[src/rtl/csr_pkg.sv]
`default_nettype none

package csr_pkg;

    typedef logic [31:0] csr_data_t;                // Register value
    typedef logic [11:0] csr_addr_t;                // Full CSR address
    typedef logic [7:0]  csr_idx_t;                 // Low index in machine block
    typedef logic [7:0]  cause_code_t;              // Exception or interrupt code
    typedef logic [11:0] irq_mask_t;                // Layout of mie and mip

    typedef enum logic [1:0] {
        CSR_OP_NONE  = 2'd0,                        // Read only
        CSR_OP_RW    = 2'd1,                        // csrrw
        CSR_OP_SET   = 2'd2,                        // csrrs
        CSR_OP_CLEAR = 2'd3                         // csrrc
    } csr_op_e;

    localparam logic [3:0] CSR_ADDR_HI = 4'h3;      // Machine block 0x3xx

    localparam csr_idx_t IDX_MSTATUS    = 8'h00;
    localparam csr_idx_t IDX_MISA       = 8'h01;
    localparam csr_idx_t IDX_MIE        = 8'h04;
    localparam csr_idx_t IDX_MTVEC      = 8'h05;
    localparam csr_idx_t IDX_MCOUNTEREN = 8'h06;
    localparam csr_idx_t IDX_MSTATUSH   = 8'h10;
    localparam csr_idx_t IDX_MSCRATCH   = 8'h40;
    localparam csr_idx_t IDX_MEPC       = 8'h41;
    localparam csr_idx_t IDX_MCAUSE     = 8'h42;
    localparam csr_idx_t IDX_MTVAL      = 8'h43;
    localparam csr_idx_t IDX_MIP        = 8'h44;

    localparam logic EXT_C = 1'b1;                  // Compressed instructions

    // MXL=1 for RV32, plus I and optionally C
    localparam csr_data_t MISA_VALUE = (32'h1 << 30)
                                     | (32'h1 << 8)
                                     | (32'(EXT_C) << 2);

    localparam cause_code_t CAUSE_BREAKPOINT = 8'd3;
    localparam cause_code_t CAUSE_M_SOFT     = 8'd3;
    localparam cause_code_t CAUSE_M_TIMER    = 8'd7;
    localparam cause_code_t CAUSE_M_EXT      = 8'd11;

    localparam int MSTATUS_MIE_BIT  = 3;            // Global M-mode enable
    localparam int MSTATUS_MPIE_BIT = 7;            // Enable before trap

endpackage

`default_nettype wire
[src/rtl/csr_top.sv]
`timescale 1ns/100ps
`default_nettype none

module csr_top
    import csr_pkg::*;
(
    input  wire logic      i_clk,
    input  wire logic      i_reset_n,
    input  wire logic      i_csr_valid,
    input  csr_op_e        i_csr_op,
    input  csr_addr_t      i_csr_addr,
    input  csr_data_t      i_csr_operand,
    input  wire logic      i_ebreak,
    input  csr_data_t      i_pc,
    input  wire logic      i_irq_external,
    input  wire logic      i_irq_timer,
    input  wire logic      i_irq_soft,
    output logic           o_rdata_valid,
    output csr_data_t      o_rdata,
    output logic           o_trap_valid,
    output csr_data_t      o_trap_pc,
    output csr_data_t      o_ret_addr
);

    logic        dec_sel;                           // Decode to CSR file
    logic        dec_read;
    logic        dec_write;
    logic        dec_set;
    logic        dec_clear;
    csr_idx_t    dec_idx;
    csr_data_t   dec_data;

    irq_mask_t   mie_q;                             // CSR file to trap stage
    logic        mstatus_mie_q;

    logic        trap_valid;                        // Trap stage to CSR file
    logic        trap_is_int;
    cause_code_t trap_code;
    csr_data_t   trap_pc;

    csr_decode u_decode (
        .i_clk         (i_clk),
        .i_reset_n     (i_reset_n),
        .i_csr_valid   (i_csr_valid),
        .i_csr_op      (i_csr_op),
        .i_csr_addr    (i_csr_addr),
        .i_csr_operand (i_csr_operand),
        .o_sel         (dec_sel),
        .o_read        (dec_read),
        .o_write       (dec_write),
        .o_set         (dec_set),
        .o_clear       (dec_clear),
        .o_idx         (dec_idx),
        .o_data        (dec_data)
    );

    csr_trap_ctrl u_trap_ctrl (
        .i_clk          (i_clk),
        .i_reset_n      (i_reset_n),
        .i_ebreak       (i_ebreak),
        .i_pc           (i_pc),
        .i_irq_external (i_irq_external),
        .i_irq_timer    (i_irq_timer),
        .i_irq_soft     (i_irq_soft),
        .i_mie          (mie_q),
        .i_mstatus_mie  (mstatus_mie_q),
        .o_trap_valid   (trap_valid),
        .o_trap_is_int  (trap_is_int),
        .o_trap_code    (trap_code),
        .o_trap_pc      (trap_pc)
    );

    csr_machine u_machine (
        .i_clk          (i_clk),
        .i_reset_n      (i_reset_n),
        .i_sel          (dec_sel),
        .i_read         (dec_read),
        .i_write        (dec_write),
        .i_set          (dec_set),
        .i_clear        (dec_clear),
        .i_idx          (dec_idx),
        .i_data         (dec_data),
        .i_irq_external (i_irq_external),
        .i_irq_timer    (i_irq_timer),
        .i_irq_soft     (i_irq_soft),
        .i_trap_valid   (trap_valid),
        .i_trap_is_int  (trap_is_int),
        .i_trap_code    (trap_code),
        .i_trap_pc      (trap_pc),
        .o_mie          (mie_q),
        .o_mstatus_mie  (mstatus_mie_q),
        .o_rdata_valid  (o_rdata_valid),
        .o_rdata        (o_rdata),
        .o_trap_valid   (o_trap_valid),
        .o_trap_pc      (o_trap_pc),
        .o_ret_addr     (o_ret_addr)
    );

endmodule

`default_nettype wire

[src/rtl/csr_machine.sv]
`timescale 1ns/100ps
`default_nettype none

module csr_machine
    import csr_pkg::*;
(
    input  wire logic      i_clk,
    input  wire logic      i_reset_n,
    input  wire logic      i_sel,
    input  wire logic      i_read,
    input  wire logic      i_write,
    input  wire logic      i_set,
    input  wire logic      i_clear,
    input  csr_idx_t       i_idx,
    input  csr_data_t      i_data,
    input  wire logic      i_irq_external,
    input  wire logic      i_irq_timer,
    input  wire logic      i_irq_soft,
    input  wire logic      i_trap_valid,
    input  wire logic      i_trap_is_int,
    input  cause_code_t    i_trap_code,
    input  csr_data_t      i_trap_pc,
    output irq_mask_t      o_mie,
    output logic           o_mstatus_mie,
    output logic           o_rdata_valid,
    output csr_data_t      o_rdata,
    output logic           o_trap_valid,
    output csr_data_t      o_trap_pc,
    output csr_data_t      o_ret_addr
);

    logic        sel_mstatus;
    logic        sel_mie;
    logic        sel_mtvec;
    logic        sel_mcounteren;
    logic        sel_mscratch;
    logic        sel_mepc;
    logic        sel_mcause;
    logic        sel_mtval;

    csr_data_t   mie_data;
    csr_data_t   mtvec_data;
    csr_data_t   mcounteren_data;
    csr_data_t   mscratch_data;
    csr_data_t   mtval_data;

    logic        mstatus_mie_q;
    logic        mstatus_mpie_q;
    csr_data_t   mepc_q;
    logic        mcause_int_q;                      // mcause bit 31
    cause_code_t mcause_code_q;

    csr_data_t   mstatus_data;
    csr_data_t   mcause_data;
    csr_data_t   mstatus_nxt;
    csr_data_t   mcause_nxt;
    csr_data_t   mepc_nxt;
    irq_mask_t   mip_data;
    csr_data_t   rd_mux;
    csr_data_t   tvec_base;
    csr_data_t   tvec_vect;

    // Result of a write, set or clear on a register held here
    function automatic csr_data_t apply_op(input csr_data_t old_val, input logic sel);
        csr_data_t res;
        res = old_val;
        if (sel && i_write)
            res = i_data;
        else if (sel && i_set)
            res = old_val | i_data;
        else if (sel && i_clear)
            res = old_val & ~i_data;
        return res;
    endfunction

    assign sel_mstatus    = i_sel && (i_idx == IDX_MSTATUS);
    assign sel_mie        = i_sel && (i_idx == IDX_MIE);
    assign sel_mtvec      = i_sel && (i_idx == IDX_MTVEC);
    assign sel_mcounteren = i_sel && (i_idx == IDX_MCOUNTEREN);
    assign sel_mscratch   = i_sel && (i_idx == IDX_MSCRATCH);
    assign sel_mepc       = i_sel && (i_idx == IDX_MEPC);
    assign sel_mcause     = i_sel && (i_idx == IDX_MCAUSE);
    assign sel_mtval      = i_sel && (i_idx == IDX_MTVAL);

    csr_field_reg #(.WIDTH(12)) u_mie (
        .i_clk(i_clk), .i_reset_n(i_reset_n), .i_sel(sel_mie),
        .i_write(i_write), .i_set(i_set), .i_clear(i_clear),
        .i_data(i_data), .o_data(mie_data)
    );
    csr_field_reg #(.WIDTH(32)) u_mtvec (
        .i_clk(i_clk), .i_reset_n(i_reset_n), .i_sel(sel_mtvec),
        .i_write(i_write), .i_set(i_set), .i_clear(i_clear),
        .i_data(i_data), .o_data(mtvec_data)
    );
    csr_field_reg #(.WIDTH(3)) u_mcounteren (
        .i_clk(i_clk), .i_reset_n(i_reset_n), .i_sel(sel_mcounteren),
        .i_write(i_write), .i_set(i_set), .i_clear(i_clear),
        .i_data(i_data), .o_data(mcounteren_data)
    );
    csr_field_reg #(.WIDTH(32)) u_mscratch (
        .i_clk(i_clk), .i_reset_n(i_reset_n), .i_sel(sel_mscratch),
        .i_write(i_write), .i_set(i_set), .i_clear(i_clear),
        .i_data(i_data), .o_data(mscratch_data)
    );
    csr_field_reg #(.WIDTH(32)) u_mtval (
        .i_clk(i_clk), .i_reset_n(i_reset_n), .i_sel(sel_mtval),
        .i_write(i_write), .i_set(i_set), .i_clear(i_clear),
        .i_data(i_data), .o_data(mtval_data)
    );

    always_comb
    begin
        mstatus_data = '0;                          // Only MIE and MPIE exist
        mstatus_data[MSTATUS_MIE_BIT]  = mstatus_mie_q;
        mstatus_data[MSTATUS_MPIE_BIT] = mstatus_mpie_q;
    end

    assign mcause_data = {mcause_int_q, 23'd0, mcause_code_q};
    assign mip_data    = {i_irq_external, 3'd0, i_irq_timer, 3'd0, i_irq_soft, 3'd0};

    assign mstatus_nxt = apply_op(mstatus_data, sel_mstatus);
    assign mcause_nxt  = apply_op(mcause_data, sel_mcause);
    assign mepc_nxt    = apply_op(mepc_q, sel_mepc);

    // Trap capture overrides a same-cycle CSR write
    always_ff @(posedge i_clk)
    begin
        if (!i_reset_n)
        begin
            mstatus_mie_q  <= 1'b0;
            mstatus_mpie_q <= 1'b0;
            mepc_q         <= '0;
            mcause_int_q   <= 1'b0;
            mcause_code_q  <= '0;
        end
        else if (i_trap_valid)
        begin
            mstatus_mpie_q <= mstatus_mie_q;        // Stack the enable
            mstatus_mie_q  <= 1'b0;
            mepc_q         <= i_trap_pc;
            mcause_int_q   <= i_trap_is_int;
            mcause_code_q  <= i_trap_code;
        end
        else
        begin
            mstatus_mie_q  <= mstatus_nxt[MSTATUS_MIE_BIT];
            mstatus_mpie_q <= mstatus_nxt[MSTATUS_MPIE_BIT];
            mepc_q         <= mepc_nxt;
            mcause_int_q   <= mcause_nxt[31];
            mcause_code_q  <= mcause_nxt[7:0];
        end
    end

    always_comb
    begin
        rd_mux = '0;                                // Unmapped reads zero
        if (i_sel)
        begin
            case (i_idx)
                IDX_MSTATUS:    rd_mux = mstatus_data;
                IDX_MISA:       rd_mux = MISA_VALUE;
                IDX_MIE:        rd_mux = mie_data;
                IDX_MTVEC:      rd_mux = mtvec_data;
                IDX_MCOUNTEREN: rd_mux = mcounteren_data;
                IDX_MSTATUSH:   rd_mux = '0;        // Little endian, no fields
                IDX_MSCRATCH:   rd_mux = mscratch_data;
                IDX_MEPC:       rd_mux = mepc_q;
                IDX_MCAUSE:     rd_mux = mcause_data;
                IDX_MTVAL:      rd_mux = mtval_data;
                IDX_MIP:        rd_mux = csr_data_t'(mip_data);
                default:        rd_mux = '0;
            endcase
        end
    end

    always_ff @(posedge i_clk)
    begin
        if (!i_reset_n)
            o_rdata_valid <= 1'b0;
        else
            o_rdata_valid <= i_read;
    end

    always_ff @(posedge i_clk)
    begin
        if (i_read)
            o_rdata <= rd_mux;                      // Value before this write
    end

    // Vectored mode applies to interrupts only, reserved modes use the base
    assign tvec_base = {mtvec_data[31:2], 2'b00};
    assign tvec_vect = tvec_base + (csr_data_t'(i_trap_code) << 2);

    assign o_trap_pc     = (mtvec_data[1:0] == 2'b01 && i_trap_is_int) ? tvec_vect : tvec_base;
    assign o_trap_valid  = i_trap_valid;
    assign o_ret_addr    = mepc_q;
    assign o_mie         = mie_data[11:0];
    assign o_mstatus_mie = mstatus_mie_q;

endmodule

`default_nettype wire

[src/rtl/csr_trap_ctrl.sv]
`timescale 1ns/100ps
`default_nettype none

module csr_trap_ctrl
    import csr_pkg::*;
(
    input  wire logic      i_clk,
    input  wire logic      i_reset_n,
    input  wire logic      i_ebreak,
    input  csr_data_t      i_pc,
    input  wire logic      i_irq_external,
    input  wire logic      i_irq_timer,
    input  wire logic      i_irq_soft,
    input  irq_mask_t      i_mie,
    input  wire logic      i_mstatus_mie,
    output logic           o_trap_valid,
    output logic           o_trap_is_int,
    output cause_code_t    o_trap_code,
    output csr_data_t      o_trap_pc
);

    logic        ext_en;                            // Pending and enabled
    logic        timer_en;
    logic        soft_en;
    logic        irq_take;
    logic        fire;
    logic        is_int_nxt;
    cause_code_t code_nxt;

    assign ext_en   = i_irq_external && i_mie[11];  // MEIE
    assign timer_en = i_irq_timer    && i_mie[7];   // MTIE
    assign soft_en  = i_irq_soft     && i_mie[3];   // MSIE

    assign irq_take = i_mstatus_mie && (ext_en || timer_en || soft_en);

    // MIE is still set while the strobe is out, so hold off one cycle
    assign fire = !o_trap_valid && (i_ebreak || irq_take);

    always_comb
    begin
        is_int_nxt = 1'b1;
        code_nxt   = CAUSE_M_TIMER;
        if (i_ebreak)
        begin
            is_int_nxt = 1'b0;                      // Exception beats interrupts
            code_nxt   = CAUSE_BREAKPOINT;
        end
        else if (ext_en)
            code_nxt = CAUSE_M_EXT;
        else if (soft_en)
            code_nxt = CAUSE_M_SOFT;
    end

    always_ff @(posedge i_clk)
    begin
        if (!i_reset_n)
            o_trap_valid <= 1'b0;
        else
            o_trap_valid <= fire;
    end

    always_ff @(posedge i_clk)
    begin
        if (fire)
        begin
            o_trap_is_int <= is_int_nxt;
            o_trap_code   <= code_nxt;
            o_trap_pc     <= i_pc;                  // Becomes mepc
        end
    end

endmodule

`default_nettype wire

[src/rtl/csr_decode.sv]
`timescale 1ns/100ps
`default_nettype none

module csr_decode
    import csr_pkg::*;
(
    input  wire logic      i_clk,
    input  wire logic      i_reset_n,
    input  wire logic      i_csr_valid,
    input  csr_op_e        i_csr_op,
    input  csr_addr_t      i_csr_addr,
    input  csr_data_t      i_csr_operand,
    output logic           o_sel,
    output logic           o_read,
    output logic           o_write,
    output logic           o_set,
    output logic           o_clear,
    output csr_idx_t       o_idx,
    output csr_data_t      o_data
);

    logic in_block;                                 // Address in 0x3xx
    logic operand_zero;                             // Set/clear has no effect
    logic write_nxt;
    logic set_nxt;
    logic clear_nxt;

    assign in_block     = (i_csr_addr[11:8] == CSR_ADDR_HI);
    assign operand_zero = (i_csr_operand == '0);

    always_comb
    begin
        write_nxt = 1'b0;
        set_nxt   = 1'b0;
        clear_nxt = 1'b0;
        if (i_csr_valid)
        begin
            case (i_csr_op)
                CSR_OP_RW:    write_nxt = 1'b1;
                CSR_OP_SET:   set_nxt   = !operand_zero;   // csrrs x0 style read
                CSR_OP_CLEAR: clear_nxt = !operand_zero;
                default:      write_nxt = 1'b0;            // Plain read
            endcase
        end
    end

    // Control strobes of the first stage
    always_ff @(posedge i_clk)
    begin
        if (!i_reset_n)
        begin
            o_sel   <= 1'b0;
            o_read  <= 1'b0;
            o_write <= 1'b0;
            o_set   <= 1'b0;
            o_clear <= 1'b0;
        end
        else
        begin
            o_sel   <= i_csr_valid && in_block;
            o_read  <= i_csr_valid;                 // Read slot even if unmapped
            o_write <= write_nxt;
            o_set   <= set_nxt;
            o_clear <= clear_nxt;
        end
    end

    // Payload travels alongside the strobes
    always_ff @(posedge i_clk)
    begin
        if (i_csr_valid)
        begin
            o_idx  <= i_csr_addr[7:0];
            o_data <= i_csr_operand;
        end
    end

endmodule

`default_nettype wire

[src/rtl/csr_field_reg.sv]
`timescale 1ns/100ps
`default_nettype none

module csr_field_reg
    import csr_pkg::*;
#(
    parameter int WIDTH = 32
)
(
    input  wire logic      i_clk,
    input  wire logic      i_reset_n,
    input  wire logic      i_sel,
    input  wire logic      i_write,
    input  wire logic      i_set,
    input  wire logic      i_clear,
    input  csr_data_t      i_data,
    output csr_data_t      o_data
);

    logic [WIDTH-1:0] field_q;                      // Implemented bits only

    always_ff @(posedge i_clk)
    begin
        if (!i_reset_n)
            field_q <= '0;
        else if (i_sel && i_write)
            field_q <= i_data[WIDTH-1:0];           // Upper operand bits dropped
        else if (i_sel && i_set)
            field_q <= field_q | i_data[WIDTH-1:0];
        else if (i_sel && i_clear)
            field_q <= field_q & ~i_data[WIDTH-1:0];
    end

    assign o_data = csr_data_t'(field_q);           // Zero-extend to 32 bits

endmodule

`default_nettype wire

[config.mk]
export PLATFORM = sky130hd
export DESIGN_NAME = csr_top
export DESIGN_NICKNAME = d
export VERILOG_FILES = /design/src/rtl/csr_pkg.sv /design/src/rtl/csr_top.sv /design/src/rtl/csr_machine.sv /design/src/rtl/csr_trap_ctrl.sv /design/src/rtl/csr_decode.sv /design/src/rtl/csr_field_reg.sv
export SDC_FILE = /design/constraint.sdc
export NUM_CORES = 1
export LEC_CHECK = 0
export BUFFER_PORTS_ARGS = -buffer_cell sky130_fd_sc_hd__buf_4
export CAP_MARGIN = 10
export CORE_ASPECT_RATIO = 1.2
export CORE_MARGIN = 5
export CORE_UTILIZATION = 30
export DETAILED_ROUTE_END_ITERATION = 8
export PLACE_DENSITY = 0.46
export RECOVER_POWER = 100
export SKIP_CTS_REPAIR_TIMING = 1
export SYNTH_ARGS = -nofsm -noshare
export SYNTH_HDL_FRONTEND = slang
export SYNTH_HIERARCHICAL = 1
export SYNTH_SLANG_ARGS = --single-unit
[constraint.sdc]
create_clock -name i_clk -period 7.7 [get_ports i_clk]
set_clock_uncertainty 0.05 [all_clocks]
set_input_delay 0.385 -clock i_clk [delete_from_list [all_inputs] [get_ports i_clk]]
set_output_delay 0.385 -clock i_clk [all_outputs]
set_load 0.005 [all_outputs]
* Yosys cells after proc, flatten, opt, wreduce, memory -nomap -nowiden *
Index checks and enable logic that the tools add are counted.

word-level totals
  output and inout port bits = 98
  flip-flop bits (word level) = 274
  bits of input ports = 85
  word-level logic and storage cells = 153

operators by class
  eq/ne operators = 14
  bitwise gates (word level) = 20
  add/subtract/negate cells = 1
  mux-type cells = 34
  reductions and logical operators = 60

operator list
  operator                                        number
  two-way mux 32 bit                              17
  case mux 32 bit (10 select lines)               1
  bitwise AND 32 bit                              5
  OR 32 bit                                       5
  == test 8 x 7 -> 1 bit (second input constant)  5
  logical AND 1 bit                               39
  two-way mux 12 bit                              3
  adder 32 x 10 -> 32 bit                         1
  logical NOT 32 bit                              1
  two-way mux 8 bit                               4
  NOT 32 bit                                      1
  == test 8 x 3 -> 1 bit (second input constant)  3
  nonzero test 3 bit                              6
  bitwise AND 12 bit                              1
  two-way mux 3 bit                               4
  NOT 12 bit                                      1
  OR 12 bit                                       1
  nonzero test 4 bit                              3
  bitwise AND 8 bit                               1
  == test 8 x 1 -> 1 bit (second input constant)  1
  logical NOT 8 bit                               1
  OR 8 bit                                        1
  AND reduction 3 bit                             2
  == test 2 x 1 -> 1 bit (second input constant)  2
  other kinds (12)                                20

* Logic depth before layout (Yosys ltp) *
Gate-level depths: netlist of run 1.

  word-level depth = 7
  mapped depth = 10
  depth with buffers taken out = 7

* Modules after synthesis *
Netlist of run 1, hierarchy kept.

modules (own cells, without submodules)
  module                                    cells an instance  instances  seq. area each (um^2)  area an instance (um^2)
  csr_machine                               697                1          1841.8                 5875.6
  csr_field_reg (u_machine.u_mscratch ...)  208                3          640.6                  1871.8
  csr_decode                                64                 1          1301.2                 1455.1
  csr_trap_ctrl                             52                 1          1071.0                 1182.4
  csr_field_reg (u_machine.u_mie)           101                1          240.2                  770.7
  csr_field_reg (u_machine.u_mcounteren)    50                 1          60.1                   376.6

* Worst setup path before layout of run 1 *
No wires, ideal clock.

  kind = flip-flop to flip-flop
  start point = register with a tool-made name
  end point = register u_trap_ctrl.o_trap_code[2], enable pin
  setup time = 0.481 ns
  cell stages (with the launch flop) = 3
  slack = 4.027 ns
  period minus slack after synthesis = 3.673 ns
  data required time = 7.169 ns
  arrival time = 3.142 ns
  path buffers = 0
  cell sequence = dfxtp_1 a221oi_2 a211oi_1

RTL lines
  item                    RTL line             source
  end signal: assignment  csr_trap_ctrl.sv:67  o_trap_code <= code_nxt;
  end: declaration        csr_trap_ctrl.sv:18  output cause_code_t o_trap_code,

==> results of run 1 <==
worst register-to-register path: stages, from the launching register on:
cell and delay [ns]:
edfxtp_1 0.32, clkbuf_1 1.26, clkbuf_1 1.68, nor2_2 -0.02, clkbuf_1 0.67, and3_1 0.49
o21a_4 0.31, o21ai_0 0.34, a21boi_2 0.08
layer usage:
| layer | wire [µm] | track usage | vias to the layer above |
|---|---|---|---|
| li1 | - | - | 6112 |
| met1 | 25800 | 0.271 | 6600 |
| met2 | 29000 | 0.338 | 445 |
| met3 | 3290 | 0.0322 | 89 |
| met4 | 1810 | 0.0592 | 2 |
| met5 | 7 | 0 | - |
power by group:
part / leakage, nW / switching [mW] / internal (mW)
Sequential: 2.33 / 0.0843 / 1.52
Clock: 0.518 / 0.622 / 0.923
Combinational: 3.32 / 0.142 / 0.108
Total: 6.17 / 0.848 / 2.55
area by class of cell:
type / instances / area [µm²]
diodes: 1 / 2.50
clock buffers: 40 / 870
clock inverters: 16 / 191
fillers: 5171 / 32200
inverters: 13 / 48.8
multi-input cells: 1191 / 7640
flip-flops and latches: 268 / 6440
well taps: 644 / 806
repair buffers: 285 / 2090
worst min path at each step:
stage / startpoint / endpoint / slack, ns / cells after the start
2_1_floorplan: u_trap_ctrl/o_trap_valid$_SDFF_PN0_ / u_trap_ctrl/o_trap_valid$_SDFF_PN0_ / 0.40 / 1
6_report: i_csr_op[1] / u_decode/o_clear$_SDFF_PN0_ / 0.03 / 3
3_5_place_dp: flip-flop / flip-flop / 0.42 / 2
3_3_place_gp: flip-flop / flip-flop / 0.41 / 2
5_1_grt: i_csr_op[1] / u_decode/o_clear$_SDFF_PN0_ / 0.04 / 3
4_1_cts: i_csr_addr[10] / u_decode/o_sel$_SDFF_PN0_ / -0.11 / 2
logic make-up (layout without fill, tap and decap cells):
kind of cell,after synthesis,after routing,share of synthesized area
AOI/OAI and AO/OA,558,558,0.288
other,5,58,0.00123
buffers and inverters,181,354,0.0720
DFF,268,268,0.421
and+or+nand+nor,503,503,0.168
muxes,37,37,0.0261
adders and majority gates,9,9,0.00786
xor gates and xnor gates,27,27,0.0155
per-stage QoR:
step                      hold WS, ns  setup slack, ns
final                          0.0333             2.42
after global routing           0.0427             2.08
after CTS                      -0.114             4.17
after detailed placement        0.418             4.70
after global placement          0.409             4.67
after floorplan                 0.396             4.03
placed cells by master, fill, tap and decap left out, drive strengths merged, types with 8 or more instances in the layout:
master	n
nor2b	97
nand3b	18
nand4	9
ha	8
xor2	24
buf	36
o21ai	250
a31oi	23
nor4	20
o22ai	9
a21boi	96
inv	13
a22o	52
a222oi	10
clkinv	10
mux2i	32
nor3	24
edfxtp	107
a22oi	14
nor2	48
a32o	42
dlygate4sd3	75
a21oi	31
clkbuf	214
nand3	31
dfxtp	161
and3	13
nand2	216
conb	57
==> summary.md, run 1 <==
| Metric | Value |
|---|---|
| CP top delay family | buffers and inverters |
| Initial antenna violation count | 1 |
| Final setup viols | 0 |
| Clock Sinks | 268 |
| Routed len/inst | ~24 µm |
| Setup TNS | 0 ns |
| Final core utilization | 0.360 |
| P&R area growth vs syn | 18.5% |
| Seq cells post-synth | around 270 |
| Peak VDD IR | about 0.18 mV |
| Global-route wire length before repair | between 80,000 and 90,000 µm |
| IO Pins | between 150 and 200 |
| Row count | 90 |
| CP max stage delay | ~1.7 ns |
| Starting Density | 0.303 |
| GP Congestion | 0.832 |
| Routed via count | between 10,000 and 15,000 |
| Area leader, netlist | dfxtp_1 |
| Tightest Pin Transition | roughly 3.3 ns |
| Overflow after GRT | 0 |
| CP required | about 8.1 ns |
| Relative slew slack | -1.23 |
| Core ar. | between 0.05 and 0.06 mm² |
| Die H | about 260 µm |
| Failing checks | capacitance limit, slew limit |
| Synth top area share | 0.211 |
| # DRC | 0 |
| Die width | 216 µm |
| Crit path launch | u_decode/o_idx[0]$_DFFE_PP_ |
| Worst path most repeated cell | clkbuf_1 |
| Syn Inst Count | roughly 1,600 |
| Synth cell count leaders | nand2_1, dfxtp_1, o21ai_0 |
| Main synth FF type | dfxtp_1 |
| CP arrival | approximately 5.7 ns |
| Vias/cell | approximately 5.4 |
| CTS H-tree lvls | 1 |
| Die Area | 0.0556 mm² |
| Mapped Area | roughly 0.015 mm² |
| Ys async rst share | 0 |
| Latest clock arrival within the worst-skew pair | 0.59 ns |
| Vias in the first global route | 12,668 |
| Drt total wl | between 50,000 and 60,000 µm |
| Routed Antenna Nets | 0 |
| Longest Clk Path Bufs | 3 |
| Hpwl dp | 39,500 µm |
| Mapped Avg Cell Area | around 9.6 µm² |
| Layout cells sized above 1 | 0.184 |
| Final period utilization | 0.686 |
| Synth Warn # | 6 |
| EDFF count, synth | approximately 110 |
| R2R Setup Slk | 2.42 ns |
| RSZ-0062 raised after global routing | no |
| Leak | 6.17 nW |
| Total count of hold-check failures in the final report | 0 |
| CP Buf/Inv Count | 3 |
| Power Density | about 190 mW/mm² |
| Cell area after placement | about 0.017 mm² |
| Finished Layout Cells | 2,458 |
| Total GRT Usage | 0.202 |
| Slew Limit Fails | approximately 280 |
| First-pass DRT Iterations | 6 |
| Max-Cap Viols | 10 |
| Post-synthesis sequential area ratio | 0.421 |
| Critical Path Stages | 8 |
| Fin nets | 1,883 |
| Status | complete, but fails checks |
| Crit Path Category | flip-flop to flip-flop |
| Reg clk slew, reported paths | 0.06 ns |
| Cell Chain, Critical Path | clkbuf_1 -> clkbuf_1 -> nor2_2 -> clkbuf_1 -> and3_1 -> o21a_4 -> o21ai_0 -> a21boi_2 |
| CTS Buf Count | 30 |
| Min Tclk post-route | between 5 and 6 ns |
| Fin area | 0.0181 mm² |
| Worst reg-to-reg path cell count | 8 |
| CTS tree | done |
| CP max stage cell | clkbuf_1 |
| Root Buffer | clkbuf_16 |
| Crit path max fanout | 32 |
| Pin count of the biggest net entering global routing | 75 |
| Crit end category | flip-flop |
| Most numerous cell in the Yosys netlist | nand2_1 |
| Yosys cell types | 74 |
| Pwr Total | approximately 3.4 mW |
| Fmax achieved | 189 MHz |
| Reg2reg start | u_decode/o_idx[0]$_DFFE_PP_ |
| Hold Path Class | input pin to flip-flop |
| Initial DRC Count | about 1,200 |
| Placed insts | around 2,300 |
| Port Buf Inserts | 180 |
| Setup crit start kind | flip-flop |
| Synth area leaders | dfxtp_1, edfxtp_1, a21boi_2 |
Power figures use the tool's default switching activity.
==> run 2, diff against run 1 <==
- PLACE_DENSITY: 0.46 -> 0.47
- clock period: 7.7 -> 4.35 ns (I/O delays scaled with it)
==> run 2 against run 1 <==
  * The run still ends with capacitance limit, slew limit left
  * First-iteration DRC count grew 16%
  * Critical path depth shrank 3
  * Worst setup slack lost 2.0 ns
  * Cell count grew 0.24%
  * Sequential share of layout area is essentially flat
  * Fmax grew 36%
  * Critical path type unchanged
==> summary.md, run 2 (synthesis gave the netlist of run 1 again) <==
| Metric | Value |
|---|---|
| Routed via count | 13,322 (+0.56%) |
| Setup crit start kind | flip-flop |
| Crit end category | flip-flop |
| P&R area growth vs syn | 18.4% (about the same) |
| Final core utilization | 0.359 (about the same) |
| Routed len/inst | 23.6 µm (-3.0%) |
| Reg clk slew, reported paths | 0.07 ns (about the same) |
| Routed Antenna Nets | 0 (unchanged) |
| Cell area after placement | 0.0169 mm² (about the same) |
| Total GRT Usage | 0.198 (-0.00356) |
| CTS tree | done |
| CTS H-tree lvls | 1 (unchanged) |
| Drt total wl | 58,200 µm (-2.7%) |
| CP required | 4.64 ns (-3.48 ns) |
| Row count | 90 (unchanged) |
| RSZ-0062 raised after global routing | no |
| Slew Limit Fails | 139 (-51%) |
| CP arrival | 4.19 ns (-1.52 ns) |
| Worst reg-to-reg path cell count | 5 (-3) |
| Relative slew slack | -0.775 (+0.451) |
| CP max stage delay | 0.86 ns (-0.79 ns) |
| Pre-CTS setup slack | 0.943 ns (-3.76 ns) |
| Min Tclk post-route | 3.89 ns (-1.39 ns) |
| CTS Buf Count | 30 (unchanged) |
| Failing checks | capacitance limit, slew limit |
| Setup TNS | 0 ns (unchanged) |
| Hold Crit Depth | 3 (unchanged) |
| CP max stage cell | nor3_1 |
| Hpwl dp | 38,500 µm (-2.5%) |
| Vias/cell | 5.41 (+0.31%) |
| Final period utilization | 0.895 (+0.209) |
| Vias in the first global route | 12,869 (+1.6%) |
| Fmax achieved | 257 MHz (+36%) |
| Final setup viols | 0 (unchanged) |
| Fillers | 5,157 (-0.27%) |
| Hold Path Class | input pin to flip-flop |
| GP Congestion | 0.843 (+1.3%) |
| Leak | 6.20 nW (+0.49%) |
| Die width | 216 µm (unchanged) |
| Fin area | 0.0181 mm² (about the same) |
| Hold Worst Slack | 0.0334 ns (+0.0000507 ns) |
| Reg2reg start | u_decode/o_idx[6]$_DFFE_PP_ |
| Pwr Total | 6.00 mW (+76%) |
| Max-Cap Viols | 5 (-5) |
| Clock Sinks | 268 (unchanged) |
| Fin nets | 1,890 (+0.37%) |
| Crit Path Category | flip-flop to flip-flop |
| Global-route wire length before repair | 85,200 µm (-0.93%) |
| Commonest non-fill, non-tap cell in the layout | o21ai_0 |
| Latest clock arrival within the worst-skew pair | 0.58 ns (about the same) |
| Layout cells sized above 1 | 0.180 (-0.00455) |
| # DRC | 0 (unchanged) |
| Hold Crit Start | i_irq_soft |
| Total count of hold-check failures in the final report | 0 (unchanged) |
| Most frequent cells in the layout | o21ai_0, nand2_1, dfxtp_1 |
| Overflow after GRT | 0 (unchanged) |
| Status | complete, but fails checks |
| Die H | 257 µm (unchanged) |
| Finished Layout Cells | 2,464 (+0.24%) |
| Longest Clk Path Bufs | 3 (unchanged) |
| First-pass DRT Iterations | 6 (unchanged) |
| Port Buf Inserts | 180 (unchanged) |
| Crit path max fanout | 14 (-56%) |
| Initial DRC Count | 1,398 (+16%) |
| Peak VDD IR | 0.259 mV (+45%) |
| Cell Chain, Critical Path | nor4_1 -> nand2_1 -> nor3_1 -> nand2_1 -> a221oi_1 |
| Root Buffer | clkbuf_16 |
| Inserted Diodes | 0 (-1) |
| Core ar. | 0.0503 mm² (unchanged) |
| Power Density | 331 mW/mm² (+76%) |
| Tightest Pin Transition | 2.66 ns (-0.676 ns) |
| Crit path launch | u_decode/o_idx[6]$_DFFE_PP_ |
| IO Pins | 183 (unchanged) |
| Worst path most repeated cell | nand2_1 |
| Pin count of the biggest net entering global routing | 72 (-4.0%) |
| Fin worst setup slack | 0.456 ns (-1.96 ns) |
| Placed insts | 2,326 (unchanged) |
| Starting Density | 0.303 (unchanged) |
| Die Area | 0.0556 mm² (unchanged) |
| Initial antenna violation count | 0 (-1) |
## run 2: path summary, 6_finish.rpt
check	end	slack, ns
setup / recovery	u_machine/o_rdata[6]$_SDFFCE_PN0P_	0.46
hold / removal	u_machine/o_rdata[3]$_SDFFCE_PN0P_	0.03
setup reg to reg	u_machine/o_rdata[6]$_SDFFCE_PN0P_	0.46
hold reg to reg	flip-flop	0.43
## run 2: cell type report
type / instances / area, µm² / area share
inverters: 13 / 48.8 / 0.00270
well taps: 644 / 806 / 0.0445
repair buffers: 292 / 2150 / 0.119
multi-input cells: 1191 / 7600 / 0.420
clock inverters: 21 / 213 / 0.0118
clock buffers: 35 / 832 / 0.0460
flip-flops and latches: 268 / 6440 / 0.356
## run 2: worst max-delay path, delay by kind of cell, from the launching register on
family	cells	cell delay, ns
AOI/OAI and AO/OA	1	0.40
and+or+nand+nor	4	2.62
DFF	1	0.59
## run 2: report_power, final
part | switching [mW] | leakage [nW] | internal, mW | total (mW)
sequential | 0.146 | 2.33 | 2.69 | 2.84
combinational | 0.242 | 3.35 | 0.194 | 0.437
clock | 1.12 | 0.523 | 1.60 | 2.72
total | 1.51 | 6.20 | 4.49 | 6.00
## run 2: routing by layer
| metal | routed length (µm) | share of wire | up-vias | track usage |
|---|---|---|---|---|
| met2 | 28100 | 0.48 | 459 | 0.339 |
| met4 | 1740 | 0.030 | 0 | 0.0583 |
| met3 | 3380 | 0.058 | 86 | 0.0296 |
| met1 | 25000 | 0.43 | 6640 | 0.261 |
| met5 | 0 | 0 | - | 0 |
| li1 | - | - | 6137 | - |
